--- src/video_timing.sv ---
`timescale 1ns/1ns

module video_timing #(
	parameter int LINE_CLKS   = 96,
	parameter int FRAME_LINES = 200,
	parameter int PIX_LINES   = 192,
	parameter int FETCH_START = 8
) (
	input  logic clk,
	input  logic rst,
	output logic int_start,
	output logic line_start,
	output logic hsync_start,
	output logic fetch_win,
	output logic pix_line
);

	// fetch window length in clocks
	// 32 words plus 8 free slots for the cpu
	localparam int FETCH_LEN = 40;
	localparam int HW = $clog2(LINE_CLKS);
	localparam int VW = $clog2(FRAME_LINES);

	logic [HW-1:0] hcnt;
	logic [VW-1:0] vcnt;
	logic          hend;

	// last clock of a line
	assign hend = (hcnt == HW'(LINE_CLKS - 1));

	// horizontal counter wraps every line, vertical one every frame
	always_ff @(posedge clk)
	begin
		if (rst)
		begin
			hcnt <= '0;
			vcnt <= '0;
		end
		else if (hend)
		begin
			hcnt <= '0;
			if (vcnt == VW'(FRAME_LINES - 1))
				vcnt <= '0;
			else
				vcnt <= vcnt + 1'b1;
		end
		else
			hcnt <= hcnt + 1'b1;
	end

	// strobes decoded straight from the counters
	assign line_start  = (hcnt == '0);
	assign int_start   = line_start && (vcnt == '0);
	assign hsync_start = (hcnt == HW'(LINE_CLKS - 8));

	// only visible pixel lines fetch
	assign pix_line  = (vcnt < VW'(PIX_LINES));
	assign fetch_win = pix_line
		&& (hcnt >= HW'(FETCH_START))
		&& (hcnt < HW'(FETCH_START + FETCH_LEN));

endmodule

--- config.mk ---
export PLATFORM = sky130hd
export DESIGN_NAME = video_timing
export DESIGN_NICKNAME = d
export VERILOG_FILES = /design/src/video_timing.sv
export SDC_FILE = /design/constraint.sdc
export NUM_CORES = 1
export LEC_CHECK = 0
export BUFFER_PORTS_ARGS = -buffer_cell sky130_fd_sc_hd__buf_2
export CAP_MARGIN = 5
export CORE_ASPECT_RATIO = 0.9
export CORE_MARGIN = 2
export CORE_UTILIZATION = 25
export CTS_CLUSTER_DIAMETER = 100
export DETAILED_ROUTE_END_ITERATION = 7
export PLACE_DENSITY_LB_ADDON = 0.3
export SLEW_MARGIN = 10
export SYNTH_ARGS = -nofsm -noshare
export SYNTH_HDL_FRONTEND = slang
export SYNTH_SLANG_ARGS = --single-unit
export TNS_END_PERCENT = 20
--- constraint.sdc ---
create_clock -name clk -period 3.7 [get_ports clk]
set_input_delay 0.37 -clock clk [delete_from_list [all_inputs] [get_ports clk]]
set_output_delay 0.37 -clock clk [all_outputs]
set_load 0.05 [all_outputs]
# Word-level counts from Yosys, hierarchy flattened
# Index checks and enable logic that the tools add are counted.
[word_totals] reg_bits=15 latch_bits=0 mem_bits_rw=0 mem_bits_ro=0 in_bits=2 elab_cells=17 mem_count=0
[op_classes] addsub=2 multipliers=0 div=0 n_lt_le_gt_ge=3 eq_ne=3 n_shift=0 mux=1 bitwise_logic=0 reduce_logical=6
[ops] operator="$eq 7x7->1 const B" count=2
[ops] operator="$add 8x1->8 const B" count=1
[ops] operator="$eq 8x8->1 const B" count=1
[ops] operator="$logic_not 8->1" count=1
[ops] operator="$lt 8x8->1 const B" count=1
[ops] operator="$mux 8" count=1
[ops] operator="$add 7x1->7 const B" count=1
[ops] operator="$ge 7x4->1 const B" count=1
[ops] operator="$logic_not 7->1" count=1
[ops] operator="$lt 7x6->1 const B" count=1
[ops] operator="$logic_and 1x1->1" count=3
[ops] operator="$reduce_or 2->1" count=1

# Longest topological paths before layout
[logic_depth] depth_word=3 mapped_depth=6

# Least setup slack after synthesis
# Ideal clock, no wire load.
[synth_timing] path_kind="register to output" start="reg hcnt[3]" end="out int_start" arrival_ns=2.462 t_required_ns=3.330 slack_ns=0.868 path_stages_with_launch=4 n_path_buf=0 cell_sequence="dfxtp_1 or3_1 nor3_1 and3_1"
[synth_between] elab_chain_cells=2
[synth_rtl] element="start, declared" line="24" source="logic [HW-1:0] hcnt;"
[synth_rtl] element="start signal, assigned" line="48" source="hcnt <= hcnt + 1'b1;"
[synth_rtl] element="$logic_not 7->1" line="52" source="assign line_start = (hcnt == '0);"
[synth_rtl] element="named net line_start" line="12" source="output logic line_start,"
[synth_rtl] element="$logic_and 1x1->1" line="53" source="assign int_start = line_start && (vcnt == '0);"
[synth_rtl] element="end, declared" line="11" source="output logic int_start,"
# The timed path passes the listed nets, and every way through them passes these cells.

# Final worst setup path
[layout_timing] start="reg hcnt[3]" end="out int_start"
[layout_between] elab_chain_cells=2
[layout_rtl] element="$logic_not 7->1" line="52"
[layout_rtl] element="$logic_and 1x1->1" line="53"
# No other way between the ends.

==> impl_metrics.env <==
export IMPL_power_density_nw_per_um2=332.0
export IMPL_clockBufferDepth=2
export IMPL_grt_max_degree=12
export IMPL_synth_nets=93
export IMPL_worstSetupEndpointType="primary output"
export IMPL_setup_tns_final_ns=0
export IMPL_io_pins=7
export IMPL_grt_antenna_before_repair=0
export IMPL_rows=19
export IMPL_startpoint="hcnt[3]"
export IMPL_start_util=0.2582
export IMPL_final_area_sq_um=873.3
export IMPL_setup_viol=0
export IMPL_post_route_min_period_ns=2.138
export IMPL_dr_first_iter_drc_count=36
export IMPL_worst_clock_skew_ns=0.004801
export IMPL_period_share=0.5779
export IMPL_ys_warnings_count=0
export IMPL_power_leakage_uw=0.0003154
export IMPL_critPathArrivalTime_ns=1.77
export IMPL_cts_sinks=15
export IMPL_die_y_um=56.98
export IMPL_outcome="finished, final reports clean"
export IMPL_viasPerCell=4.431
export IMPL_reg2reg_from="hcnt[0]"
export IMPL_cts_tree="yes"
export IMPL_synth_ff_latch_count=15
export IMPL_mostFrequentLayoutCell="dfxtp_1"
export IMPL_cp_buffers_inverters=1
export IMPL_vdd_ir_drop_max_mv=0.1072
export IMPL_drive_above_1_share=0.1474
export IMPL_maxCapViolations=0
export IMPL_grt_first_pass_wirelength_um=2490
export IMPL_tightest_slew_ns=0.5971
export IMPL_fin_nets=102
export IMPL_via_count=607
export IMPL_n_fill_cell=340
export IMPL_drv_slew=0
export IMPL_synth_cell_types=25
export IMPL_critPathTopFamily="simple AND/OR/NAND/NOR gates"
export IMPL_port_buffers=6
export IMPL_routedWlPerCell_um=10.34
export IMPL_cts_resized_gates=0
export IMPL_postCtsSetupBuffers=0
export IMPL_place_congestion=0.7451
export IMPL_placed_area_sq_um=847.1
export IMPL_crit_path_cell_trace="or3_1 -> nor3_1 -> and3_1 -> buf_2"
export IMPL_antenna_cells=0
export IMPL_relSlewSlack=0.6007
export IMPL_worstSetupStartpointType="flip-flop"
export IMPL_routed_wl_um=1416
export IMPL_min_path_type="primary input to flip-flop"
export IMPL_clkLatencyLatePin_ns=0.28
export IMPL_rsz0062_at_grt="false"
export IMPL_crit_slowest_cell="or3_1"
export IMPL_core_sq_um=3019
export IMPL_overflow=0
export IMPL_numCtsBuffers=3
export IMPL_max_freq_mhz=467.7
export IMPL_syn_area_sq_um=779.5
export IMPL_ant_nets=0
export IMPL_dieArea_sq_um=3581
export IMPL_cts_root_buffer="clkbuf_4"
export IMPL_syn2layout_area_growth_pct=12.04
export IMPL_syn_inst=87
export IMPL_drtPass1Iterations=4
export IMPL_path_class="flip-flop to primary output"
export IMPL_hp_start="rst"
export IMPL_synth_seq_area_share=0.3852
export IMPL_layout_common_cells="15 x dfxtp_1, 11 x nor2_1, 10 x nor3_1"
export IMPL_die_w_um=62.86
export IMPL_ctsHtreeMaxLevel=1
export IMPL_clk_pin_slew_ns=0.09
export IMPL_hold_viol=0
export IMPL_hold_buffers=0
export IMPL_slowest_delay_ns=0.39
export IMPL_synth_avg_cell_area_sq_um=8.960
export IMPL_dp_hpwl_um=1082
export IMPL_crit_path_max_fanout=5
export IMPL_grt_pass1_vias=532
export IMPL_cp_data_required_time_ns=3.33
export IMPL_grt_use_total=0.09279
export IMPL_route_detailed_drc=0
==> synthesized netlist by cell type (all sizes together) <==
cell type	count	area share
nor3	10	0.064
nand4b	1	0.011
nand2b	2	0.019
dfxtp	15	0.39
nor4	2	0.055
xnor2	9	0.10
ha	4	0.064
nand4	2	0.016
clkbuf	1	0.0048
nand3	4	0.026
nand2	4	0.019
and3	2	0.016
inv	6	0.029
xor2	2	0.022
o21ai	1	0.0064
nor2	13	0.075
nor4b	1	0.011
nor3b	2	0.019
a21oi	3	0.019
or3	1	0.0080
a41o	1	0.013
buf	1	0.014
==> kinds of logic after synthesis <==
| kind of cell | count (synthesis) | share of synthesized area |
|---|---|---|
| simple gates | 44 | 0.3403 |
| fa+ha+maj | 4 | 0.06421 |
| xor+xnor | 11 | 0.1236 |
| flops | 15 | 0.3852 |
| compound gates | 5 | 0.03851 |
| buf+inv | 8 | 0.04815 |
==> metrics by stage <==
stage	total power, uW	utilization	setup slack, ns	hold WS [ns]	cells
after detailed placement	201.1	0.2806	1.870	0.4805	133
after global routing	309.0	0.2893	1.442	0.3833	137
after global placement	200.7	0.2806	1.867	0.4699	133
after floorplan	193.9	-	0.8676	0.4560	87
after CTS	295.9	0.2893	1.544	0.3821	137
final	289.9	0.2893	1.562	0.3872	137
==> worst paths after layout <==
path,to,slack [ns],cells after the start
setup reg to reg,vcnt[0],1.86,5
hold reg to reg,hcnt[0],0.49,1
hold / removal,hcnt[4],0.39,2
setup / recovery,int_start,1.56,4
==> layout make-up <==
type,count,area (sq um),share of cell area
Inverter,6,22.52,0.02579
Tap cell,42,52.55,0.06017
Sequential cell,15,300.3,0.3438
Clock buffer,4,26.28,0.03009
Multi-Input combinational cell,64,441.7,0.5057
Timing Repair Buffer,6,30.03,0.03438
==> power by group <==
part | total [uW] | internal (uW) | switching [uW]
logic | 30.5 | 8.45 | 22.1
clock network | 92.7 | 41.9 | 50.7
registers | 167 | 164 | 2.67
==> state kept, by name (all words and copies together) (netlist names) <==
name	cells
hcnt	7
vcnt	8
==> layer usage <==
metal  global-route usage  wire, um  vias to the layer above
li1                     -         -                      314
met1               0.1111       715                      283
met2               0.1413       622                        6
met3              0.03550        41                        4
met4              0.05714        38                        0
met5                    0         0                        -
Power figures use the tool's default switching activity.
