[config.mk]
export PLATFORM = sky130hd
export DESIGN_NAME = video_addrgen
export DESIGN_NICKNAME = d
export VERILOG_FILES = /design/src/video_pkg.sv /design/src/video_addrgen.sv
export SDC_FILE = /design/constraint.sdc
export NUM_CORES = 1
export LEC_CHECK = 0
export BUFFER_PORTS_ARGS = -buffer_cell sky130_fd_sc_hd__buf_2
export CAP_MARGIN = 40
export CORE_ASPECT_RATIO = 1.1
export CORE_MARGIN = 4
export CORE_UTILIZATION = 50
export CTS_CLUSTER_SIZE = 24
export DETAILED_ROUTE_END_ITERATION = 6
export GPL_TIMING_DRIVEN = 0
export PLACE_DENSITY = 0.73
export SLEW_MARGIN = 20
export SYNTH_ARGS = -nofsm -noshare
export SYNTH_HDL_FRONTEND = slang
export SYNTH_SLANG_ARGS = --single-unit
[constraint.sdc]
create_clock -name clk -period 1.7 [get_ports clk]
set_input_delay 0.17 -clock clk [delete_from_list [all_inputs] [get_ports clk]]
set_output_delay 0.17 -clock clk [all_outputs]
set_load 0.05 [all_outputs]
[src/video_pkg.sv]
package video_pkg;

	// shared memory geometry
	// one word address covers the screen page bit plus the layout offset
	localparam int MEM_AW = 14;
	localparam int MEM_DW = 16;

	// offset inside one screen page
	localparam int ZX_OFS_W = 13;

	// one access to the shared word RAM
	// video slots always come through here as reads
	typedef struct packed {
		logic              we;
		logic [MEM_AW-1:0] addr;
		logic [MEM_DW-1:0] wdata;
	} mem_req_t;

	// owner of a memory slot
	// delayed by one cycle in the arbiter to steer read data
	typedef enum logic [1:0] {
		OWN_NONE  = 2'd0,
		OWN_VIDEO = 2'd1,
		OWN_CPU   = 2'd2
	} arb_owner_e;

	// one fetched video word with its tags
	// pos is the word pair index within the line, 0..15
	// attr set for attribute words, clear for pixel words
	typedef struct packed {
		logic [MEM_DW-1:0] data;
		logic              attr;
		logic [3:0]        pos;
	} vid_word_t;

endpackage

[src/video_addrgen.sv]
`timescale 1ns/1ns

module video_addrgen
	import video_pkg::*;
(
	input  logic              clk,
	input  logic              rst,
	input  logic              int_start,
	input  logic              video_next,
	input  logic              scr_page,
	output logic [MEM_AW-1:0] video_addr
);

	// attribute area sits right after the 6k pixel area
	localparam logic [ZX_OFS_W-1:0] ATTR_BASE = ZX_OFS_W'(6144);

	// frame counter layout
	// bit 0 attribute or pixel
	// bits 4..1 word within the line
	// bits 12..5 screen line
	logic [ZX_OFS_W-1:0] zxcnt;

	logic [7:0]          line;
	logic [3:0]          word;
	logic [ZX_OFS_W-1:0] pix_ofs;
	logic [ZX_OFS_W-1:0] attr_ofs;
	logic [ZX_OFS_W-1:0] ofs;

	// restart at the frame, one step per granted word
	always_ff @(posedge clk)
	begin
		if (rst)
			zxcnt <= '0;
		else if (int_start)
			zxcnt <= '0;
		else if (video_next)
			zxcnt <= zxcnt + 1'b1;
	end

	assign line = zxcnt[12:5];
	assign word = zxcnt[4:1];

	// zx pixel layout
	// third of screen, then scanline in char, then char row
	assign pix_ofs = {1'b0, line[7:6], line[2:0], line[5:3], word};

	// one attribute row per 8 scanlines, 16 words wide here
	assign attr_ofs = ATTR_BASE + {4'b0000, line[7:3], word};

	// odd counter values are attribute slots
	assign ofs = zxcnt[0] ? attr_ofs : pix_ofs;

	// page bit on top of the offset
	assign video_addr = {scr_page, ofs};

endmodule

# Word level (Yosys, flattened, before mapping)
# Cells that the tools add are included.
# op_classes
addsub	2
n_mux	1
n_reduce_logical	1
# op_table
cell	count
12-bit by 10-bit adder with 13-bit output (first input constant)	1
13-bit by 1-bit adder with 13-bit output (second input constant)	1
13-bit two-way mux	1
2-bit OR reduction	1
# totals
regBits	13
out_inout_bits	14
word_cells	5

# Longest topological paths before layout
# logic_depth
ltp_word	2
ltp_mapped	4

# Worst setup path after synthesis
# OpenSTA, ideal clock, no wires.
# synth_path
path_kind	flip-flop to output port
start	register zxcnt[0]
end	output port video_addr[7]
arrival_ps	1553
t_required_ps	1530
path_slack_ps	-23
path_stages_with_launch	3
path_buffers	1
path_cell_list	dfxtp_1 > buf_4 > o21ai_0
# synth_between
elab_chain_cells	1
# synth_lines
element	line_no	text
start, declared	video_addrgen.sv:21	logic [ZX_OFS_W-1:0] zxcnt;
start signal, assigned	video_addrgen.sv:37	zxcnt <= zxcnt + 1'b1;
13-bit two-way mux	video_addrgen.sv:51	assign ofs = zxcnt[0] ? attr_ofs : pix_ofs;
end, declared	video_addrgen.sv:11	output logic [MEM_AW-1:0] video_addr
# No other way between the ends.

# Worst setup path in the final report
# layout_path
start	register zxcnt[0]
end	output port video_addr[8]
# The elaborated chain is that of the path after synthesis.

==> metrics.txt <==
Die Y roughly 48 um; Synth Instances 84; Gate power share between 9 and 10%; DP Area ~840 um2; Yosys top cell by area dfxtp_1; Seq/Total Area, Yosys ~35%; fin crit share 91.62%; syn avg cell area 8.758 um2; largest net degree at the start of global routing 10; 1st-pass router iterations 4; RSZ-0062 raised after global routing no; I/O Buffers 16; Post-Syn Nets 90; Mapped Area 735.7 um2; post-synthesis register bit count 13; EDFF count, synth 0; DR vias roughly 650; Seq pwr share 55.2%; vias in the first global route 528; Most flops, register zxcnt; first-pass GRT wire length 2297 um; PwrDens 646.5 nW/um2; Req. time, crit path around 1.5 ns; maximum VDD drop 390.8 uV; die footprint 2150 um2; Crit path arrival time 1.39 ns; ys async rst share 0%; total grt overflow 0; WS Path Type reg -> out; P&R area growth vs syn 17.18%; total CTS buffers 3; hold path endpoint zxcnt[12]; fin area 862.1 um2; minimum clock period after layout 1.558 ns; final hold viol count 0; CTS tree yes; FF-to-FF End zxcnt[6]; Net Sw Frac between 20% and 30%; Hold Crit Depth 3; status complete, no violations; Avg WL per Cell 11.72 um; commonest cells in the netlist dfxtp_1 (13), buf_4 (11), nand2_1 (8), nor2_1 (5); HP Class in -> reg; H-tree levels 1; FILL cells 136; post-CTS sizing 0; share of layout cells above drive strength 1 33.65%; Clock Sinks 13; Row Count 14; Worst Hold Slack 0.1812 ns; register area 260.3 um2; initial drt markers 6; DRC Markers 0; fmax around 640 MHz; drt via density about 5.4; nets@finish ~110; maxcap violations 0; CP max FO 9; Clock transition at path regs about 0.08 ns; diode count 0; Cell variety after synth 26; Setup Buffers After CTS 0; Rel. slew slack 76.94%; routed wire length 1406 um; multi-input logic area between 300 and 400 um2; Pins Over Slew Limit 0; min-delay src rst; Leak Pwr 0.3690 nW; Area contributors post-synth dfxtp_1 (35%), buf_4 (11%), mux2i_1 (5.4%), nand2_1 (4.1%), o31ai_1 (4.1%); final RePlAce weighted congestion 0.7024; most frequent cell after synthesis dfxtp_1; Setup Skew 0.004021 ns; HPWL after DPL approximately 1000 um; final setup TNS 0 ns; top_reg_cell synth dfxtp_1; R2R cell count 4; I/O pin cnt 19; top cell type's share of synthesized area 35.37%; Internal 415.6 uW; Worst setup EP type primary output; CTS max path bufs 2; P_sw 141.7 uW; CP startpoint kind flip-flop; DIE WIDTH 44.58 um; Synthesis Warnings 0; Root Buffer clkbuf_4; clock network power share roughly 36%; Crit Reg-Reg Startpoint zxcnt[1]; Post-DRT Antenna Nets 0; core box area around 1400 um2; actual slew at the worst max-slew pin 0.3427 ns; max reg flops 13; Tot GR Track Use 14.78%; initial antenna violation count 0; clock latency at the later pin of the worst-skew pair between 0.2 and 0.3 ns; largest registers zxcnt: 13 flops; Initial Util 53.16%; R2R Setup Slk 0.19 ns; setup violators final 0; # hold bufs at CTS 0
## logic make-up (layout without fill, tap and decap cells)
logic type / Yosys count / after routing / share of synthesized area (%)
AO/OA/AOI/OAI: 11 / 11 / 9.523
XOR/XNOR: 4 / 4 / 4.763
adder cells (fa/ha/maj): 1 / 1 / 1.700
buffers and inverters: 15 / 35 / 13.26
flip-flops: 13 / 13 / 35.37
multiplexers: 5 / 5 / 6.973
AND/OR/NAND/NOR: 35 / 35 / 28.40
## through the flow
step,setup WS [ns],instances,util (%),power (mW)
after global routing,0.04268,120,62.30,0.5777
after CTS,0.1425,120,62.30,0.5602
after floorplan,0.3595,84,-,0.3548
after detailed placement,0.2110,116,60.40,0.3664
after global placement,0.2151,116,60.40,0.3659
final,0.1424,120,62.30,0.5574
## placed cells by master (no fill, tap or decap)
master / count
buf_2: 16
dfxtp_1: 13
buf_4: 11
nand2_1: 8
nor2_1: 5
mux2i_1: 4
o31ai_1: 4
or4_1: 4
a21oi_1: 4
inv_1: 3
or3_1: 3
nor4_1: 3
clkbuf_4: 3
or2_2: 2
nor2b_1: 2
clkbuf_1: 2
xor2_1: 2
xnor2_1: 2
nand4_1: 2
nand3_1: 2
o21a_1: 2
mux2_2: 1
o21ai_1: 1
nand4_4: 1
nand4_2: 1
nor3_1: 1
and2_1: 1
ha_1: 1
## cell type report
type / instances / share of cell area [%]
buffer: 12 / 10.01
clock buffer: 4 / 3.048
inverter: 3 / 1.306
multi-input combinational: 56 / 43.83
sequential: 13 / 30.19
tap: 16 / 2.322
timing repair buffer: 16 / 9.289
## worst max-delay path by stage
| stage | start | end | depth (start not counted) |
|---|---|---|---|
| CTS | zxcnt[0] | video_addr[8] | 3 |
| finish | zxcnt[0] | video_addr[8] | 3 |
| detailed placement | zxcnt[1] | zxcnt[12] | 4 |
| global route | zxcnt[1] | zxcnt[12] | 4 |
| floorplan | zxcnt[0] | video_addr[7] | 2 |
| global placement | zxcnt[1] | zxcnt[12] | 4 |
## critical path, cell delays in order (launching register included)
cell and delay (ns):
dfxtp_1 0.38, buf_4 0.18, mux2_2 0.33, buf_2 0.21
## per-layer routing
metal / wire, um / global-route usage (%)
met5: 0 / 0
met1: 612 / 18.32
met2: 672 / 24.07
met4: 26 / 7.229
met3: 94 / 3.690
## power by group through the flow
| stage | registers, mW | logic (mW) | clock network [mW] |
|---|---|---|---|
| global route | 0.308 | 0.0559 | 0.214 |
| finish | 0.308 | 0.0510 | 0.199 |
| detailed placement | 0.315 | 0.0517 | 0 |
| CTS | 0.308 | 0.0517 | 0.201 |
| floorplan | 0.314 | 0.0406 | 0 |
| global placement | 0.315 | 0.0512 | 0 |
No activity file was read; power rests on OpenSTA's default activity.
