[src/video_pkg.sv]
package video_pkg;

	// shared memory geometry
	// one word address covers the screen page bit plus the layout offset
	localparam int MEM_AW = 14;
	localparam int MEM_DW = 16;

	// offset inside one screen page
	localparam int ZX_OFS_W = 13;

	// one access to the shared word RAM
	// video slots always come through here as reads
	typedef struct packed {
		logic              we;
		logic [MEM_AW-1:0] addr;
		logic [MEM_DW-1:0] wdata;
	} mem_req_t;

	// owner of a memory slot
	// delayed by one cycle in the arbiter to steer read data
	typedef enum logic [1:0] {
		OWN_NONE  = 2'd0,
		OWN_VIDEO = 2'd1,
		OWN_CPU   = 2'd2
	} arb_owner_e;

	// one fetched video word with its tags
	// pos is the word pair index within the line, 0..15
	// attr set for attribute words, clear for pixel words
	typedef struct packed {
		logic [MEM_DW-1:0] data;
		logic              attr;
		logic [3:0]        pos;
	} vid_word_t;

endpackage

[src/video_fetch.sv]
`timescale 1ns/1ns

module video_fetch
	import video_pkg::*;
(
	input  logic              clk,
	input  logic              rst,
	input  logic              line_start,
	input  logic              fetch_win,
	input  logic              video_next,
	input  logic [MEM_DW-1:0] mem_rdata,
	input  arb_owner_e        owner_d,
	output logic              video_req,
	output vid_word_t         vid_out,
	output logic              vid_valid
);

	// 16 pixel words and 16 attribute words per line
	localparam logic [5:0] LINE_WORDS = 6'd32;

	// grants seen on the current line
	logic [5:0] gcnt;

	// tags captured when the slot is granted
	logic       attr_q;
	logic [3:0] pos_q;

	always_ff @(posedge clk)
	begin
		if (rst)
			gcnt <= '0;
		else if (line_start)
			gcnt <= '0;
		else if (video_next)
			gcnt <= gcnt + 1'b1;
	end

	// ask only inside the window until the line is complete
	assign video_req = fetch_win && (gcnt < LINE_WORDS);

	// even grants are pixels, odd ones attributes
	always_ff @(posedge clk)
	begin
		if (video_next)
		begin
			attr_q <= gcnt[0];
			pos_q  <= gcnt[4:1];
		end
	end

	// ram data lands the cycle after the grant
	assign vid_out   = '{data: mem_rdata, attr: attr_q, pos: pos_q};
	assign vid_valid = (owner_d == OWN_VIDEO);

endmodule

[config.mk]
export PLATFORM = sky130hd
export DESIGN_NAME = video_fetch
export DESIGN_NICKNAME = d
export VERILOG_FILES = /design/src/video_pkg.sv /design/src/video_fetch.sv
export SDC_FILE = /design/constraint.sdc
export NUM_CORES = 1
export LEC_CHECK = 0
export BUFFER_PORTS_ARGS = -buffer_cell sky130_fd_sc_hd__buf_2
export CAP_MARGIN = 5
export CORE_ASPECT_RATIO = 0.9
export CORE_MARGIN = 5
export CORE_UTILIZATION = 33
export CTS_CLUSTER_SIZE = 25
export DETAILED_ROUTE_END_ITERATION = 10
export MAX_ROUTING_LAYER = met4
export PLACE_DENSITY = 0.68
export SLEW_MARGIN = 20
export SYNTH_ARGS = -nofsm -noshare
export SYNTH_HDL_FRONTEND = slang
export SYNTH_SLANG_ARGS = --single-unit
export TNS_END_PERCENT = 100
[constraint.sdc]
create_clock -name clk -period 1.9 [get_ports clk]
set_clock_uncertainty 0.15 [all_clocks]
set_input_delay 0.095 -clock clk [delete_from_list [all_inputs] [get_ports clk]]
set_output_delay 0.095 -clock clk [all_outputs]
set_load 0.01 [all_outputs]
* Word-level counts from Yosys, hierarchy flattened
Cells that the tools add are included.
** Word-level totals
- Output and inout bits :: 23
- Latch bits :: 0
- Word-level logic and storage cells :: 8
- Memories :: 0
- RAM bits :: 0
- Flip-flop bits (word level) :: 11
- Input port bits :: 23
- Bits in read-only memories :: 0
** Operators by class
- Muxes and demuxes :: 0
- Bitwise gates (word level) :: 0
- Equality and inequality tests :: 1
- Multipliers :: 0
- Reduce and logical (&&, ||, !) cells :: 2
- Shift operators :: 0
- Div/mod/pow operators :: 0
- $lt $le $gt $ge :: 1
- Add/subtract/negate cells :: 1
** Operator list (count)
- $add 6x1->6 const B :: 1
- $lt 6x6->1 const B :: 1
- $eq 2x1->1 const B :: 1
- $reduce_or 2->1 :: 1
- $logic_and 1x1->1 :: 1

* Depth between registers and ports, before layout
- Depth in word-level cells :: 2
- Depth in mapped cells :: 4
- Gate-level depth less buffers :: 4

* Worst setup path before layout
No wires, ideal clock.
- Path kind :: reg-to-reg
- Start point :: register gcnt[2]
- End point :: register gcnt[5]
- Setup time :: 70 ps
- Setup slack :: 719 ps
- Stages on the path, launching flop included :: 4
- Period minus slack after synthesis :: 1181 ps
- Required time :: 1680 ps
- Arrival time :: 961 ps
- Path buffers :: 0
- Path through :: dfxtp_1 nand4_2 or3_1 a21oi_1
** On the way
- Cells in the longest elaborated chain, start to end :: 1
** RTL lines
- from (decl) :: RTL line video_fetch.sv:22 : logic [5:0] gcnt;
- from (signal assigned) :: RTL line video_fetch.sv:35 : gcnt <= gcnt + 1'b1;
- $add 6x1->6 :: RTL line video_fetch.sv:35
Every way passes these cells.
A chain may end at the register's enable or synchronous reset.

* Worst setup path after layout
Ends and elaborated chain as after synthesis.

==> qor.yml <==
critical_path:
  slowest_delay_ns: 0.40
  crit_path_end_kind: "flip-flop"
  cp.arrival_ns: 1.31
  setup.worst_path.start: "gcnt[2]"
  r2r_cells: 3
  r2r-end: "gcnt[5]"
  r2r_start: "gcnt[2]"
  cp_slowest_cell: "dfxtp_1"
  crit_path_cell_trace: "nand4_2 -> or3_1 -> a21oi_1"
  cp.required_ns: 1.95
  r2r_slack_ns: 0.64
  start_kind: "flip-flop"
  criticalPathCategory: "flip-flop to flip-flop"
  cp_max_fo: 4
logic_synthesis:
  seq_area_frac_synth_pct: 50.12
  synthDistinctLibCells: 17
  ys.flop_type: "dfxtp_1"
  yosysWarnings: 0
  synth_common_cells: "17 x buf_4, 6 x dfxtp_1, 5 x edfxtp_1, 5 x nor2_1, 3 x xor2_1"
  synthCells: 50
  syn-num-nets: 74
  synth_top_area_cell: "edfxtp_1"
  synthTopCellsByArea: "edfxtp_1 28%, buf_4 24%, dfxtp_1 22%, xor2_1 4.9%, nor2_1 3.5%"
  netlist_area_sq_um: 539.3
  ys_seq_elements: 11
  synthArstFlopShare_pct: 0
  synth.most_common_cell: "buf_4"
  avgSynthCellArea_sq_um: 10.79
  synth_top_area_share_pct: 27.84
  synth_edf_count: 5
timing:
  hold_viol_final: 0
  final.setup.tns_ns: 0
  post-route-min-period_ns: 1.265
  slew_viol_final: 0
  tightestPinTransition_ns: 0.2145
  rsz0062_at_grt: "false"
  max_freq_mhz: 790.8
  slew_headroom_pct: 85.70
  min_period_over_period_pct: 66.56
  finalSetupViolations: 0
floorplan:
  dieArea_sq_mm: 0.002544
  core_sq_mm: 0.001496
  start_util_pct: 36.04
  dieWidth_microns: 52.61
  die_height_microns: 48.35
  pin_count: 46
  placementRows: 13
hold_path:
  hold_path.class: "input pin to flip-flop"
  hp-start: "rst"
  worstHoldPathCells: 3
  hold_end: "gcnt[5]"
clocking:
  clk_pin_slew_ns: 0.06
  ctsHoldBuffers: 0
  cts_buffers: 3
  clkSinkCount: 11
  clkLatencyLatePin_ns: 0.27
  clk_path_buf_depth: 2
  root_buffer: "clkbuf_4"
  cts_setup_buffers: 0
  cts_resized: 0
  htreeDepth: 1
  cts_tree: "built"
cells_and_area:
  fin_nets: 74
  final_cell_count_no_fill: 71
  drive_above_1_share_pct: 36.73
  area.growth.synth_to_final_pct: -2.320
  fill_cells: 166
  fin_util_pct: 35.20
  antennaDiodeCount: 0
pwr:
  ir_drop_mv: 0.2212
  internal-power_w: 0.0003475
  seqPwrFrac_pct: 58.3
  clkPwrFrac_pct: 35.4
  p_leak_nw: 0.2289
  power_density_mw_per_mm2: 831.9
  p_comb_share_pct: 6.3
  switching_share_pct: 20.71
  netSwitchingPower_w: 0.00009075
grt:
  grt_pass1_vias: 274
  gr-total-overflow: 0
  grt_max_degree: 11
  grt_usage_pct: 6.578
  grt_pass1_wl_microns: 1124
  antenna_found_initial: 0
routing:
  drt_wl_total_microns: 689
  wl_per_cell_microns: 9.704
  avgViaCountPerCell: 4.042
  ant_nets: 0
  initialDrtViolationCount: 6
  drc_errors: 0
  vias: 287
  dr.pass1.iters: 2
placed_design:
  gp_congestion: 0.7054
  dpl.hpwl_microns: 515.3
  port_buffers: 13
  dp_cells: 67
outcome:
  status: "finished clean"
flow_run:
  max-cap-violations: 0
## how the worst max path moves through the flow
| stage | to | slack [ns] | cells after the start |
|---|---|---|---|
| 2_1_floorplan | gcnt[5] | 0.72 | 3 |
| 3_5_place_dp | gcnt[5] | 0.65 | 3 |
| 5_1_grt | gcnt[5] | 0.58 | 3 |
| 4_1_cts | gcnt[5] | 0.64 | 3 |
| 6_report | gcnt[5] | 0.64 | 3 |
| 3_3_place_gp | gcnt[5] | 0.68 | 3 |
## sequential cells by signal (all words and copies together), names as in the netlist
signal / count
attr_q: 1
gcnt: 6
pos_q: 4
## through the flow
step	setup slack [ns]	power (W)	hold WS (ns)	instance area, sq um
after detailed placement	0.6500	0.0002888	0.04007	500.5
after CTS	0.6375	0.0004443	0.003556	526.8
final	0.6354	0.0004382	0.006730	526.8
after global placement	0.6830	0.0002882	0.04007	500.5
after global routing	0.5763	0.0004593	0.009550	526.8
after floorplan	0.7189	0.0003094	0.05750	539.3
## cell usage in the layout, fill, tap and decap left out
cell type / synthesis / routed
dfxtp_1: 6 / 6
xor2_1: 3 / 3
ha_1: 1 / 1
mux2i_1: 1 / 1
xnor2_1: 1 / 1
or2_2: 1 / 1
clkbuf_1: 1 / 1
nand4_1: 1 / 1
o21ai_0: 1 / 1
nor2_1: 5 / 5
a21oi_1: 1 / 1
clkbuf_4: 0 / 3
or3_1: 1 / 1
edfxtp_1: 5 / 5
buf_2: 0 / 13
nand4_2: 1 / 1
nor2b_1: 2 / 2
nand2_1: 2 / 2
## metal layers
metal  track usage, %  routed length [microns]
met4            7.234                       21
met5                -                        0
met3            4.587                       81
met1            6.168                      313
met2            8.058                      272
## worst max-delay path, delay by kind of cell, from the launching register on
family	cells	cell delay, ns
AO/OA/AOI/OAI	1	0.13
flip-flops	1	0.40
AND/OR/NAND/NOR	2	0.51
## power by group through the flow
stage	Clock, W	Sequential, W	Combinational, W
floorplan	0	0.000263	0.0000466
global placement	0	0.000261	0.0000275
detailed placement	0	0.000261	0.0000279
CTS	0.000161	0.000255	0.0000279
global route	0.000173	0.000256	0.0000302
finish	0.000155	0.000255	0.0000274
## cells by family (layout without fill, tap and decap cells)
kind of cell             after synthesis  after routing  share of synthesized area (%)
AO/OA/AOI/OAI                          2              2                          1.854
buffers and inverters                 18             17                          24.36
adder cells (fa/ha/maj)                1              1                          2.320
multiplexers                           1              1                          1.856
AND/OR/NAND/NOR                       13             13                          13.00
flip-flops                            11             11                          50.12
XOR/XNOR                               4              4                          6.498
## cell type report
type                       count  area (sq um)  share of cell area [%]
sequential                    11         270.3                   51.31
tap                           22         27.53                   5.226
multi-input combinational     21         137.6                   26.13
timing repair buffer          13         65.06                   12.35
clock buffer                   4         26.28                   4.988
Power figures use the tool's default switching activity.
