[src/video_pkg.sv]
package video_pkg;

	// shared memory geometry
	// one word address covers the screen page bit plus the layout offset
	localparam int MEM_AW = 14;
	localparam int MEM_DW = 16;

	// offset inside one screen page
	localparam int ZX_OFS_W = 13;

	// one access to the shared word RAM
	// video slots always come through here as reads
	typedef struct packed {
		logic              we;
		logic [MEM_AW-1:0] addr;
		logic [MEM_DW-1:0] wdata;
	} mem_req_t;

	// owner of a memory slot
	// delayed by one cycle in the arbiter to steer read data
	typedef enum logic [1:0] {
		OWN_NONE  = 2'd0,
		OWN_VIDEO = 2'd1,
		OWN_CPU   = 2'd2
	} arb_owner_e;

	// one fetched video word with its tags
	// pos is the word pair index within the line, 0..15
	// attr set for attribute words, clear for pixel words
	typedef struct packed {
		logic [MEM_DW-1:0] data;
		logic              attr;
		logic [3:0]        pos;
	} vid_word_t;

endpackage

[src/mem_arbiter.sv]
`timescale 1ns/1ns

module mem_arbiter
	import video_pkg::*;
(
	input  logic              clk,
	input  logic              rst,
	input  logic              video_req,
	input  logic [MEM_AW-1:0] video_addr,
	input  logic              cpu_req,
	input  mem_req_t          cpu_cmd,
	output logic              video_next,
	output logic              cpu_ack,
	output logic              mem_en,
	output mem_req_t          mem_req,
	output arb_owner_e        owner_d,
	output logic [MEM_DW-1:0] cpu_rdata,
	output logic              cpu_rvalid,
	input  logic [MEM_DW-1:0] mem_rdata
);

	arb_owner_e owner;

	// fixed priority, video first
	always_comb
	begin
		if (video_req)
			owner = OWN_VIDEO;
		else if (cpu_req)
			owner = OWN_CPU;
		else
			owner = OWN_NONE;
	end

	// grants in the same cycle as the request
	assign video_next = (owner == OWN_VIDEO);
	assign cpu_ack    = (owner == OWN_CPU);
	assign mem_en     = (owner != OWN_NONE);

	// memory request mux
	// video slots are plain reads
	always_comb
	begin
		mem_req = '0;
		unique case (owner)
			OWN_VIDEO: mem_req.addr = video_addr;
			OWN_CPU:   mem_req      = cpu_cmd;
			default:   mem_req      = '0;
		endcase
	end

	// who gets the read data next cycle
	// cpu writes return nothing, so they leave no owner behind
	always_ff @(posedge clk)
	begin
		if (rst)
			owner_d <= OWN_NONE;
		else if ((owner == OWN_CPU) && cpu_cmd.we)
			owner_d <= OWN_NONE;
		else
			owner_d <= owner;
	end

	assign cpu_rdata  = mem_rdata;
	assign cpu_rvalid = (owner_d == OWN_CPU);

endmodule

[config.mk]
export PLATFORM = sky130hd
export DESIGN_NAME = mem_arbiter
export DESIGN_NICKNAME = d
export VERILOG_FILES = /design/src/video_pkg.sv /design/src/mem_arbiter.sv
export SDC_FILE = /design/constraint.sdc
export NUM_CORES = 1
export LEC_CHECK = 0
export ABC_AREA = 0
export BUFFER_PORTS_ARGS = -buffer_cell sky130_fd_sc_hd__clkbuf_2
export CORE_MARGIN = 4
export CORE_UTILIZATION = 20
export DETAILED_ROUTE_END_ITERATION = 8
export PLACE_DENSITY = 0.77
export SLEW_MARGIN = 5
export SYNTH_ARGS = -nofsm -noshare
export SYNTH_HDL_FRONTEND = slang
export SYNTH_SLANG_ARGS = --single-unit
[constraint.sdc]
create_clock -name clk -period 0.8 [get_ports clk]
set_input_delay 0.08 -clock clk [delete_from_list [all_inputs] [get_ports clk]]
set_output_delay 0.08 -clock clk [all_outputs]
set_load 0.05 [all_outputs]
# After elaboration in Yosys (flattened, before gate mapping)
# Cells that the tools add are included.
# totals
reg_bits	2
word_cells	12
in_bits	65
out_inout_bits	53
# op_classes
n_mux	5
eq_ne	3
n_reduce_logical	3
# op_table
op	count
case mux 14 bit (2 select lines)	1
two-way mux 16 bit	1
== test 2 bit, second input constant	2
two-way mux 2 bit	2
== test 2 x 1 -> 1 bit, second input constant	1
nonzero test 2 bit	1
OR reduction 2 bit	1
logical AND 1 bit	1
two-way mux 1 bit	1

# Logic depth before layout (Yosys ltp)
# Gate-level depths: netlist of run 1.
# logic_depth
depth_word	5
ltp_mapped	4
ltp_nobuf	2

# Least setup slack after synthesis of run 1
# No wires, ideal clock.
# synth_timing
path_type	flip-flop to output port
start	register owner_d[1]
end	output port cpu_rvalid
stages_incl_launch_ff	2
n_path_buf	0
slack_ns	-0.672
t_required_ns	0.720
arrival_ns	1.392
path_cell_list	dfxtp_1 -> nor2b_1
# synth_via
elab_chain_cells	1
# synth_rtl
element	line_no	source
start: declaration	mem_arbiter.sv:16	output arb_owner_e owner_d,
start signal: assignment	mem_arbiter.sv:61	owner_d <= owner;
== test 2 bit	mem_arbiter.sv:65	assign cpu_rvalid = (owner_d == OWN_CPU);
end: declaration	mem_arbiter.sv:18	output logic cpu_rvalid,
# No other way between the ends.

# Worst setup path in the final report of run 1
# Same ends and word-level chain as after synthesis.

==> metrics.txt, run 1 <==
# TYPE chip_impl_metric gauge
chip_impl_metric{name="p_int",unit="uW"} 839
chip_impl_metric{name="synthesis.area_per_instance",unit="um^2"} 8.26
chip_impl_metric{name="fillers",unit=""} 176
chip_impl_info{name="violations",value="setup timing"} 1
chip_impl_metric{name="chipWidth",unit="um"} 57.8
chip_impl_info{name="holdPathEnd",value="owner_d[1]"} 1
chip_impl_info{name="critPathSlowestCell",value="dfxtp_4"} 1
chip_impl_info{name="worst_setup_path_end_kind",value="output port"} 1
chip_impl_info{name="timing.setup.critical_path_class",value="reg -> out"} 1
chip_impl_metric{name="cp_num_buf_inv",unit=""} 1
chip_impl_metric{name="largest_reg_flops",unit=""} 2
chip_impl_metric{name="power.leakage",unit="uW"} 0.000747
chip_impl_info{name="regMostFlops",value="owner_d"} 1
chip_impl_metric{name="timing.final.ws_setup",unit="ps"} -138
chip_impl_metric{name="setup_viol",unit=""} 33
chip_impl_metric{name="largest_net_degree_at_the_start_of_global_routing",unit=""} 22
chip_impl_metric{name="syn-instance-count",unit=""} 60
chip_impl_metric{name="dpl_worst_slack",unit="ps"} -246
chip_impl_metric{name="final.min_clock_period",unit="ps"} 938
chip_impl_metric{name="yosysWarnings",unit=""} 0
chip_impl_metric{name="multi_input_gate_area",unit="um^2"} 374
chip_impl_metric{name="worst_pin_slew",unit="ps"} 174
chip_impl_info{name="ordered_list_of_cells_on_the_worst_path",value="nor2b_4 > buf_8"} 1
chip_impl_metric{name="ir_drop",unit="uV"} 560
chip_impl_metric{name="crit_path_max_fanout",unit=""} 2
chip_impl_metric{name="routed_wire_length_per_instance",unit="um"} 15.3
chip_impl_metric{name="hold_viol",unit=""} 0
chip_impl_metric{name="hold_depth",unit=""} 2
chip_impl_info{name="cts_tree",value="built"} 1
chip_impl_metric{name="postSynthNetCount",unit=""} 125
chip_impl_metric{name="seq_power_share",unit=""} 0.072
chip_impl_metric{name="place_hpwl",unit="mm"} 1.85
chip_impl_info{name="rsz0062_at_grt",value="yes"} 1
chip_impl_info{name="hold_path.startpoint",value="rst"} 1
chip_impl_metric{name="io_buffers",unit=""} 85
chip_impl_metric{name="netSwitchingFraction",unit=""} 0.428
chip_impl_metric{name="timing.critical_path.slowest_cell_delay",unit="ps"} 340
chip_impl_metric{name="drive_gt1_frac",unit=""} 0.977
chip_impl_metric{name="arrival_time_reported_for_the_critical_path_endpoint",unit="ps"} 860
chip_impl_info{name="worst_path_dominant_cell_family",value="flip-flops"} 1
chip_impl_metric{name="regArea",unit="um^2"} 47.5
chip_impl_metric{name="combinationalPowerShare",unit=""} 0.756
chip_impl_metric{name="cts_hold_buffers",unit=""} 0
chip_impl_metric{name="cts_sinks",unit=""} 2
chip_impl_metric{name="cts_max_level",unit=""} 1
chip_impl_metric{name="crit_required",unit="ps"} 720
chip_impl_metric{name="maxcap_viol_count",unit=""} 0
chip_impl_metric{name="placeableCoreArea",unit="mm^2"} 0.00228
chip_impl_metric{name="tritoncts.num_buffers",unit=""} 3
chip_impl_metric{name="initial_core_util",unit=""} 0.218
chip_impl_metric{name="gr-total-overflow",unit=""} 0
chip_impl_metric{name="seq_area_frac_synth",unit=""} 0.0808
chip_impl_info{name="outcome",value="complete, but fails checks"} 1
chip_impl_metric{name="fin_nets",unit=""} 199
chip_impl_info{name="timing.critical_path.from_type",value="flop"} 1
chip_impl_metric{name="drv_slew",unit=""} 0
chip_impl_metric{name="cts_buffer_depth",unit=""} 2
chip_impl_metric{name="net_switching_power_figure",unit="uW"} 626
chip_impl_metric{name="route.final.wire_length",unit="mm"} 2.46
chip_impl_metric{name="ioPinCount",unit=""} 118
chip_impl_metric{name="antenna_violating_nets_post_route",unit=""} 0
chip_impl_metric{name="grtUsageTotal",unit=""} 0.141
chip_impl_metric{name="vias",unit=""} 718
chip_impl_metric{name="period_utilization_post_route",unit=""} 1.17
chip_impl_metric{name="grt_pass1_vias",unit=""} 775
chip_impl_metric{name="rows",unit=""} 17
chip_impl_metric{name="dpl_cell_area",unit="mm^2"} 0.00108
chip_impl_metric{name="final_design_area_no_fill",unit="mm^2"} 0.00147
chip_impl_metric{name="ys_types",unit=""} 12
chip_impl_metric{name="post_drt_via_cell_ratio",unit=""} 4.46
chip_impl_metric{name="drt_pass1_iterations",unit=""} 2
chip_impl_metric{name="first_iter_violations",unit=""} 4
chip_impl_metric{name="grt_pass1_wl",unit="mm"} 3.66
chip_impl_info{name="top_regs",value="owner_d: 2 flops"} 1
chip_impl_info{name="cts_root_buf",value="clkbuf_4"} 1
chip_impl_metric{name="fp.dieArea",unit="mm^2"} 0.00334
chip_impl_metric{name="chipHeight",unit="um"} 57.8
chip_impl_metric{name="netlist_area",unit="um^2"} 495
chip_impl_info{name="worst_hold_path_type",value="in -> reg"} 1
chip_impl_metric{name="power_density",unit="mW/mm^2"} 1000
chip_impl_metric{name="f_max",unit="MHz"} 1070
chip_impl_metric{name="clk_pin_slew_worst_paths",unit="ps"} 40
chip_impl_metric{name="insertedDiodeCount",unit=""} 0
chip_impl_metric{name="grt_antenna_before_repair",unit=""} 0
chip_impl_metric{name="power.clock.fraction",unit=""} 0.172
chip_impl_metric{name="slew-limit-headroom",unit=""} 0.884
chip_impl_metric{name="area_added_between_synthesis_and_finish",unit="%"} 196
chip_impl_metric{name="post-route-drc-count",unit=""} 0
chip_impl_metric{name="gp_routability_congestion",unit=""} 0.740
chip_impl_metric{name="ys_seq_elements",unit=""} 2
[routing by layer]
layer,routed length [um],vias to the layer above,track usage
met4,37,0,0.0695
li1,-,334,-
met5,0,-,0
met3,295,8,0.0334
met2,1500,58,0.295
met1,625,318,0.118
[worst max path at each step]
stage	endpoint	slack (ps)	start	depth (start not counted)
final	cpu_rvalid	-140	owner_d[1]	2
after global placement	mem_req[5]	-210	video_req	5
after CTS	mem_req[7]	-150	video_req	5
after floorplan	mem_req[10]	-100	video_req	4
after global routing	cpu_rvalid	-170	owner_d[1]	2
after detailed placement	mem_req[7]	-250	video_req	5
[repair_timing]
item	in CTS	in global routing
gates cloned	0	0
pin swaps	1	0
buffers inserted	0	0
endpoints found under the setup margin	36	36
gates resized for setup	58	27
[cell usage after synthesis]
master,count,share of area
a22o_1,4,0.071
a22o_2,10,0.20
and2_1,17,0.21
buf_2,1,0.010
buf_4,16,0.24
buf_6,4,0.091
clkbuf_1,1,0.0076
dfxtp_1,2,0.081
nor2b_1,2,0.025
nor2b_4,1,0.028
nor3b_1,1,0.015
or2_2,1,0.013
[final cells by class]
cell class / instances / area share
sequential: 2 / 0.0325
timing repair buffer: 91 / 0.670
clock buffer: 4 / 0.0179
tap: 28 / 0.0239
multi-input combinational: 36 / 0.255
[power groups by stage]
stage | Combinational [uW] | Clock (uW) | Sequential, uW
2_1_floorplan | 756 | 0 | 122
3_3_place_gp | 901 | 0 | 107
3_5_place_dp | 908 | 0 | 107
4_1_cts | 1050 | 269 | 106
5_1_grt | 1150 | 279 | 106
6_report | 1110 | 252 | 105
[logic make-up after synthesis]
family / after synthesis / share of synthesized area
AND/OR/NAND/NOR: 22 / 0.295
buffers and inverters: 22 / 0.351
flip-flops: 2 / 0.0808
AO/OA/AOI/OAI: 14 / 0.273
[per-stage QoR]
| stage | hold slack (ps) | cells | TNS (ps) | total power (uW) | utilization |
|---|---|---|---|---|---|
| after global routing | 10.0 | 161 | -4330 | 1540 | 0.644 |
| after floorplan | 144 | 60 | -1950 | 878 | - |
| after CTS | 8.14 | 161 | -4500 | 1420 | 0.615 |
| after detailed placement | 160 | 157 | -6270 | 1010 | 0.474 |
| final | 21.0 | 161 | -3440 | 1460 | 0.644 |
| after global placement | 160 | 157 | -5570 | 1010 | 0.474 |
[cell usage in the layout, fill, tap and decap left out, types with 3 or more instances in the layout]
| cell | synthesis | routed |
|---|---|---|
| clkbuf_2 | 0 | 46 |
| clkbuf_16 | 0 | 6 |
| a22o_2 | 10 | 9 |
| buf_6 | 4 | 3 |
| buf_4 | 16 | 4 |
| buf_8 | 0 | 18 |
| a22o_4 | 0 | 5 |
| buf_12 | 0 | 12 |
| clkbuf_4 | 0 | 3 |
| and2_4 | 0 | 17 |
No activity file was read; power rests on OpenSTA's default activity.
==> run 2: changes to the inputs <==
SETUP_SLACK_MARGIN = 0.02   (was not set)
==> run 2 against run 1 <==
Effect of this change:
- the flow still finishes with violations (setup timing)
- wire length is 4.1% higher
- design area is 7.6% higher
- largest power group unchanged
- first-iteration DRC count is 50% higher
- via count stayed put
- sequential share of layout area is 0.23 points lower
- combinational power is 4% higher
==> metrics.txt, run 2 (same netlist as run 1, synthesis figures left out) <==
# TYPE chip_impl_metric gauge
chip_impl_metric{name="placeableCoreArea",unit="mm^2"} 0.00228
chip_impl_metric{name="drive_gt1_frac",unit=""} 0.977
chip_impl_metric{name="clk_pin_slew_worst_paths",unit="ps"} 40
chip_impl_metric{name="cts_sinks",unit=""} 2
chip_impl_metric{name="ioPinCount",unit=""} 118
chip_impl_metric{name="timing.setup.tns",unit="ps"} -3240
chip_impl_metric{name="grt_antenna_before_repair",unit=""} 0
chip_impl_info{name="worst_setup_path_end_kind",value="output port"} 1
chip_impl_info{name="cts_root_buf",value="clkbuf_4"} 1
chip_impl_metric{name="f_max",unit="MHz"} 1070
chip_impl_metric{name="route.final.wire_length",unit="mm"} 2.56
chip_impl_metric{name="io_buffers",unit=""} 85
chip_impl_metric{name="timing.final.ws_setup",unit="ps"} -136
chip_impl_metric{name="ir_drop",unit="uV"} 609
chip_impl_metric{name="vias",unit=""} 718
chip_impl_metric{name="timing.critical_path.slowest_cell_delay",unit="ps"} 330
chip_impl_info{name="cts_tree",value="built"} 1
chip_impl_metric{name="post_drt_via_cell_ratio",unit=""} 4.46
chip_impl_metric{name="period_utilization_post_route",unit=""} 1.17
chip_impl_metric{name="initial_core_util",unit=""} 0.218
chip_impl_info{name="rsz0062_at_grt",value="yes"} 1
chip_impl_info{name="worst_hold_path_type",value="in -> reg"} 1
chip_impl_info{name="launch_point_of_the_worst_path",value="owner_d[1]"} 1
chip_impl_metric{name="largest_reg_flops",unit=""} 2
chip_impl_metric{name="chipWidth",unit="um"} 57.8
chip_impl_info{name="timing.critical_path.from_type",value="flop"} 1
chip_impl_metric{name="seq_power_share",unit=""} 0.070
chip_impl_metric{name="grt_pass1_wl",unit="mm"} 3.80
chip_impl_metric{name="fp.dieArea",unit="mm^2"} 0.00334
chip_impl_metric{name="chipHeight",unit="um"} 57.8
chip_impl_metric{name="hold_viol",unit=""} 0
chip_impl_metric{name="power.clock.fraction",unit=""} 0.168
chip_impl_metric{name="grt_pass1_vias",unit=""} 825
chip_impl_metric{name="slew-limit-headroom",unit=""} 0.817
chip_impl_metric{name="maxcap_viol_count",unit=""} 0
chip_impl_metric{name="combinationalPowerShare",unit=""} 0.762
chip_impl_info{name="regMostFlops",value="owner_d"} 1
chip_impl_metric{name="cts_hold_buffers",unit=""} 0
chip_impl_info{name="violations",value="setup timing"} 1
chip_impl_info{name="top_regs",value="owner_d: 2 flops"} 1
chip_impl_metric{name="cts_max_level",unit=""} 1
chip_impl_info{name="timing.setup.critical_path_class",value="reg -> out"} 1
chip_impl_metric{name="power.leakage",unit="uW"} 0.000791
chip_impl_metric{name="post-route-drc-count",unit=""} 0
chip_impl_info{name="layout.cells.most_common_list",value="clkbuf_2 (47), and2_4 (17), clkbuf_16 (17), buf_8 (11), buf_12 (11)"} 1
chip_impl_metric{name="fin_nets",unit=""} 199
chip_impl_metric{name="antenna_violating_nets_post_route",unit=""} 0
chip_impl_metric{name="net_switching_power_figure",unit="uW"} 631
chip_impl_info{name="critPathSlowestCell",value="dfxtp_4"} 1
chip_impl_metric{name="rows",unit=""} 17
chip_impl_metric{name="drv_slew",unit=""} 0
chip_impl_metric{name="cts_buffer_depth",unit=""} 2
chip_impl_info{name="cp-endpoint",value="cpu_rvalid"} 1
chip_impl_metric{name="setup_viol",unit=""} 35
chip_impl_metric{name="final.min_clock_period",unit="ps"} 936
chip_impl_metric{name="timing.hold.ws",unit="ps"} 19.0
chip_impl_metric{name="grtUsageTotal",unit=""} 0.148
chip_impl_metric{name="gp_routability_congestion",unit=""} 0.681
chip_impl_info{name="ordered_list_of_cells_on_the_worst_path",value="nor2b_4 > buf_8"} 1
chip_impl_info{name="layout.cells.most_common",value="clkbuf_2"} 1
chip_impl_metric{name="worst_pin_slew",unit="ps"} 275
chip_impl_metric{name="crit_path_max_fanout",unit=""} 2
chip_impl_metric{name="p_int",unit="uW"} 874
chip_impl_metric{name="routed_wire_length_per_instance",unit="um"} 15.9
chip_impl_metric{name="drt_pass1_iterations",unit=""} 2
chip_impl_metric{name="gr-total-overflow",unit=""} 0
chip_impl_metric{name="crit_required",unit="ps"} 720
chip_impl_metric{name="area_added_between_synthesis_and_finish",unit="%"} 218
chip_impl_metric{name="largest_net_degree_at_the_start_of_global_routing",unit=""} 20
chip_impl_metric{name="final_util",unit=""} 0.693
chip_impl_metric{name="first_iter_violations",unit=""} 6
chip_impl_metric{name="arrival_time_reported_for_the_critical_path_endpoint",unit="ps"} 860
chip_impl_metric{name="dpl_worst_slack",unit="ps"} -229
chip_impl_metric{name="netSwitchingFraction",unit=""} 0.419
chip_impl_metric{name="insertedDiodeCount",unit=""} 0
chip_impl_metric{name="tritoncts.num_buffers",unit=""} 3
chip_impl_info{name="outcome",value="complete, but fails checks"} 1
chip_impl_metric{name="power_density",unit="mW/mm^2"} 954
run 2: worst min path at each step:
stage,startpoint,endpoint,slack [ps],depth (start not counted)
global placement,mem_rdata[13],cpu_rdata[13],160,0
finish,rst,owner_d[0],20,2
global route,rst,owner_d[1],20,2
CTS,rst,owner_d[1],8,2
detailed placement,mem_rdata[13],cpu_rdata[13],160,0
floorplan,rst,owner_d[0],140,1
run 2: repair_timing:
item                       in CTS  in global routing
pin swaps                       2                  0
setup endpoints to repair      35                 36
setup buffers                   2                  0
gates resized for setup        74                 17
run 2: routing by layer:
metal / vias to the layer above / part of all wire / global-route usage
met1: 316 / 0.28 / 0.124
met2: 58 / 0.58 / 0.303
li1: 334 / - / -
met3: 10 / 0.12 / 0.0312
met4: 0 / 0.025 / 0.0960
met5: - / 0 / 0
run 2: final cells by class:
type                            instances  area (um^2)
Sequential cell                         2         47.5
Fill cell                             173          699
Multi-Input combinational cell         36          377
Timing Repair Buffer                   91         1090
Clock buffer                            4         26.3
Tap cell                               28         35.0
run 2: critical path, delay by kind of cell (launching register included):
kind | cells | cell delay (ps)
flops | 1 | 330
simple gates | 1 | 140
buf+inv | 1 | 150
run 2: power groups by stage:
stage	clock network, uW	logic, uW	registers [uW]
global route	285	1190	106
finish	253	1150	105
CTS	268	1100	106
detailed placement	0	889	108
floorplan	0	756	122
global placement	0	882	107
run 2: metrics by stage:
| stage | instance area [um^2] | total power [uW] | cells |
|---|---|---|---|
| after global placement | 1050 | 990 | 155 |
| after CTS | 1530 | 1480 | 161 |
| final | 1580 | 1500 | 161 |
| after detailed placement | 1050 | 997 | 155 |
| after floorplan | 573 | 878 | 60 |
| after global routing | 1580 | 1580 | 161 |
==> run 3: changes to the inputs <==
CORE_MARGIN = 3   (was 4)
==> run 3 against run 2 <==
Effect of this change:
- the flow still finishes with violations (setup timing)
- global-route usage up 0.33 points
- total power down 0.42%
- critical path depth up 3
- clock-buffer cell count unchanged
- setup slack worse by 4.4 ps
- critical path type is now in -> out
==> metrics.txt, run 3 (same netlist as run 1, synthesis figures left out) <==
# TYPE chip_impl_metric gauge
chip_impl_info{name="regMostFlops",value="owner_d"} 1
chip_impl_metric{name="area_added_between_synthesis_and_finish",unit="%"} 213
chip_impl_metric{name="final.min_clock_period",unit="ps"} 941
chip_impl_metric{name="final_util",unit=""} 0.681
chip_impl_metric{name="arrival_time_reported_for_the_critical_path_endpoint",unit="ps"} 860
chip_impl_info{name="outcome",value="complete, but fails checks"} 1
chip_impl_metric{name="chipHeight",unit="um"} 55.8
chip_impl_metric{name="slew-limit-headroom",unit=""} 0.818
chip_impl_metric{name="timing.setup.tns",unit="ps"} -3560
chip_impl_metric{name="io_buffers",unit=""} 85
chip_impl_metric{name="timing.hold.ws",unit="ps"} 26.9
chip_impl_metric{name="cts_max_level",unit=""} 1
chip_impl_info{name="worst_hold_path_type",value="in -> reg"} 1
chip_impl_metric{name="setup_viol",unit=""} 34
chip_impl_info{name="cts_tree",value="built"} 1
chip_impl_metric{name="largest_reg_flops",unit=""} 2
chip_impl_metric{name="dpl_worst_slack",unit="ps"} -244
chip_impl_metric{name="ioPinCount",unit=""} 118
chip_impl_info{name="top_regs",value="owner_d: 2 flops"} 1
chip_impl_metric{name="drive_gt1_frac",unit=""} 0.978
chip_impl_metric{name="chipWidth",unit="um"} 55.8
chip_impl_metric{name="fin_nets",unit=""} 201
chip_impl_metric{name="period_utilization_post_route",unit=""} 1.18
chip_impl_metric{name="drt_pass1_iterations",unit=""} 3
chip_impl_metric{name="ir_drop",unit="uV"} 600
chip_impl_metric{name="gp_routability_congestion",unit=""} 0.699
chip_impl_metric{name="initial_core_util",unit=""} 0.218
chip_impl_info{name="rsz0062_at_grt",value="yes"} 1
chip_impl_metric{name="route.final.wire_length",unit="mm"} 2.45
chip_impl_info{name="cts_root_buf",value="clkbuf_4"} 1
chip_impl_info{name="hold_path.startpoint",value="rst"} 1
chip_impl_metric{name="cts_hold_buffers",unit=""} 0
chip_impl_info{name="launch_point_of_the_worst_path",value="video_req"} 1
chip_impl_info{name="layout.cells.most_common_list",value="clkbuf_2 (47), and2_4 (17), buf_8 (15), clkbuf_16 (12), buf_12 (12)"} 1
chip_impl_metric{name="crit_required",unit="ps"} 720
chip_impl_metric{name="grtUsageTotal",unit=""} 0.151
chip_impl_metric{name="vias",unit=""} 732
chip_impl_metric{name="tritoncts.num_buffers",unit=""} 3
chip_impl_metric{name="total_power",unit="uW"} 1500
chip_impl_info{name="worst_setup_path_end_kind",value="output port"} 1
chip_impl_info{name="layout.cells.most_common",value="clkbuf_2"} 1
chip_impl_metric{name="first_iter_violations",unit=""} 3
chip_impl_info{name="timing.setup.critical_path_class",value="in -> out"} 1
chip_impl_metric{name="clk_pin_slew_worst_paths",unit="ps"} 30
chip_impl_metric{name="power.leakage",unit="uW"} 0.000781
chip_impl_metric{name="grt_antenna_before_repair",unit=""} 0
chip_impl_metric{name="gr-total-overflow",unit=""} 0
chip_impl_metric{name="post_drt_via_cell_ratio",unit=""} 4.49
chip_impl_metric{name="f_max",unit="MHz"} 1060
chip_impl_metric{name="grt_pass1_wl",unit="mm"} 3.71
chip_impl_metric{name="maxcap_viol_count",unit=""} 0
chip_impl_metric{name="rows",unit=""} 17
chip_impl_metric{name="cts_sinks",unit=""} 2
chip_impl_metric{name="power_density",unit="mW/mm^2"} 967
chip_impl_metric{name="hold_viol",unit=""} 0
chip_impl_metric{name="antenna_violating_nets_post_route",unit=""} 0
chip_impl_metric{name="cts_buffer_depth",unit=""} 2
chip_impl_metric{name="timing.final.ws_setup",unit="ps"} -141
chip_impl_metric{name="insertedDiodeCount",unit=""} 0
chip_impl_metric{name="routed_wire_length_per_instance",unit="um"} 15.0
chip_impl_metric{name="post-route-drc-count",unit=""} 0
chip_impl_info{name="violations",value="setup timing"} 1
chip_impl_metric{name="grt_pass1_vias",unit=""} 825
chip_impl_metric{name="crit_path_max_fanout",unit=""} 22
chip_impl_info{name="timing.critical_path.from_type",value="input port"} 1
chip_impl_metric{name="drv_slew",unit=""} 0
chip_impl_metric{name="placeableCoreArea",unit="mm^2"} 0.00228
chip_impl_metric{name="fp.dieArea",unit="mm^2"} 0.00311
chip_impl_metric{name="largest_net_degree_at_the_start_of_global_routing",unit=""} 23
chip_impl_metric{name="worst_pin_slew",unit="ps"} 275
## run 3: critical path: stages
cell	delay, ps
buf_8	100
nor2b_4	170
buf_12	180
and2_4	170
clkbuf_16	150
## run 3: report_power, final
group,total [uW],switching [uW],internal (uW)
logic,1140,561,583
registers,106,4.75,101
clock network,249,62.9,186
total,1500,629,870
## run 3: worst paths after layout
path,slack [ps],endpoint,cells after the start
max,-140,mem_req[1],5
min,30,owner_d[0],2
## run 3: cell type report
| class | count | area [um^2] |
|---|---|---|
| fill | 172 | 726 |
| tap | 28 | 35.0 |
| multi-input combinational | 36 | 369 |
| clock buffer | 4 | 26.3 |
| sequential | 2 | 47.5 |
| timing repair buffer | 93 | 1070 |
## run 3: layer usage
layer	vias to the layer above	part of all wire	track usage
met4	0	0.022	0.0833
met1	322	0.27	0.121
li1	339	-	-
met2	61	0.60	0.319
met3	10	0.11	0.0371
met5	-	0	0
## run 3: metrics by stage
| stage | area (um^2) | instances |
|---|---|---|
| 5_1_grt | 1550 | 163 |
| 4_1_cts | 1500 | 162 |
| 6_report | 1550 | 163 |
| 2_1_floorplan | 573 | 60 |
| 3_3_place_gp | 1070 | 156 |
| 3_5_place_dp | 1070 | 156 |
## run 3: repair_timing
action                                  CTS  global route
pin swaps                                 6             6
resized for setup                        68            22
gates cloned                              1             0
buffers inserted                          1             1
endpoints found under the setup margin   37            36
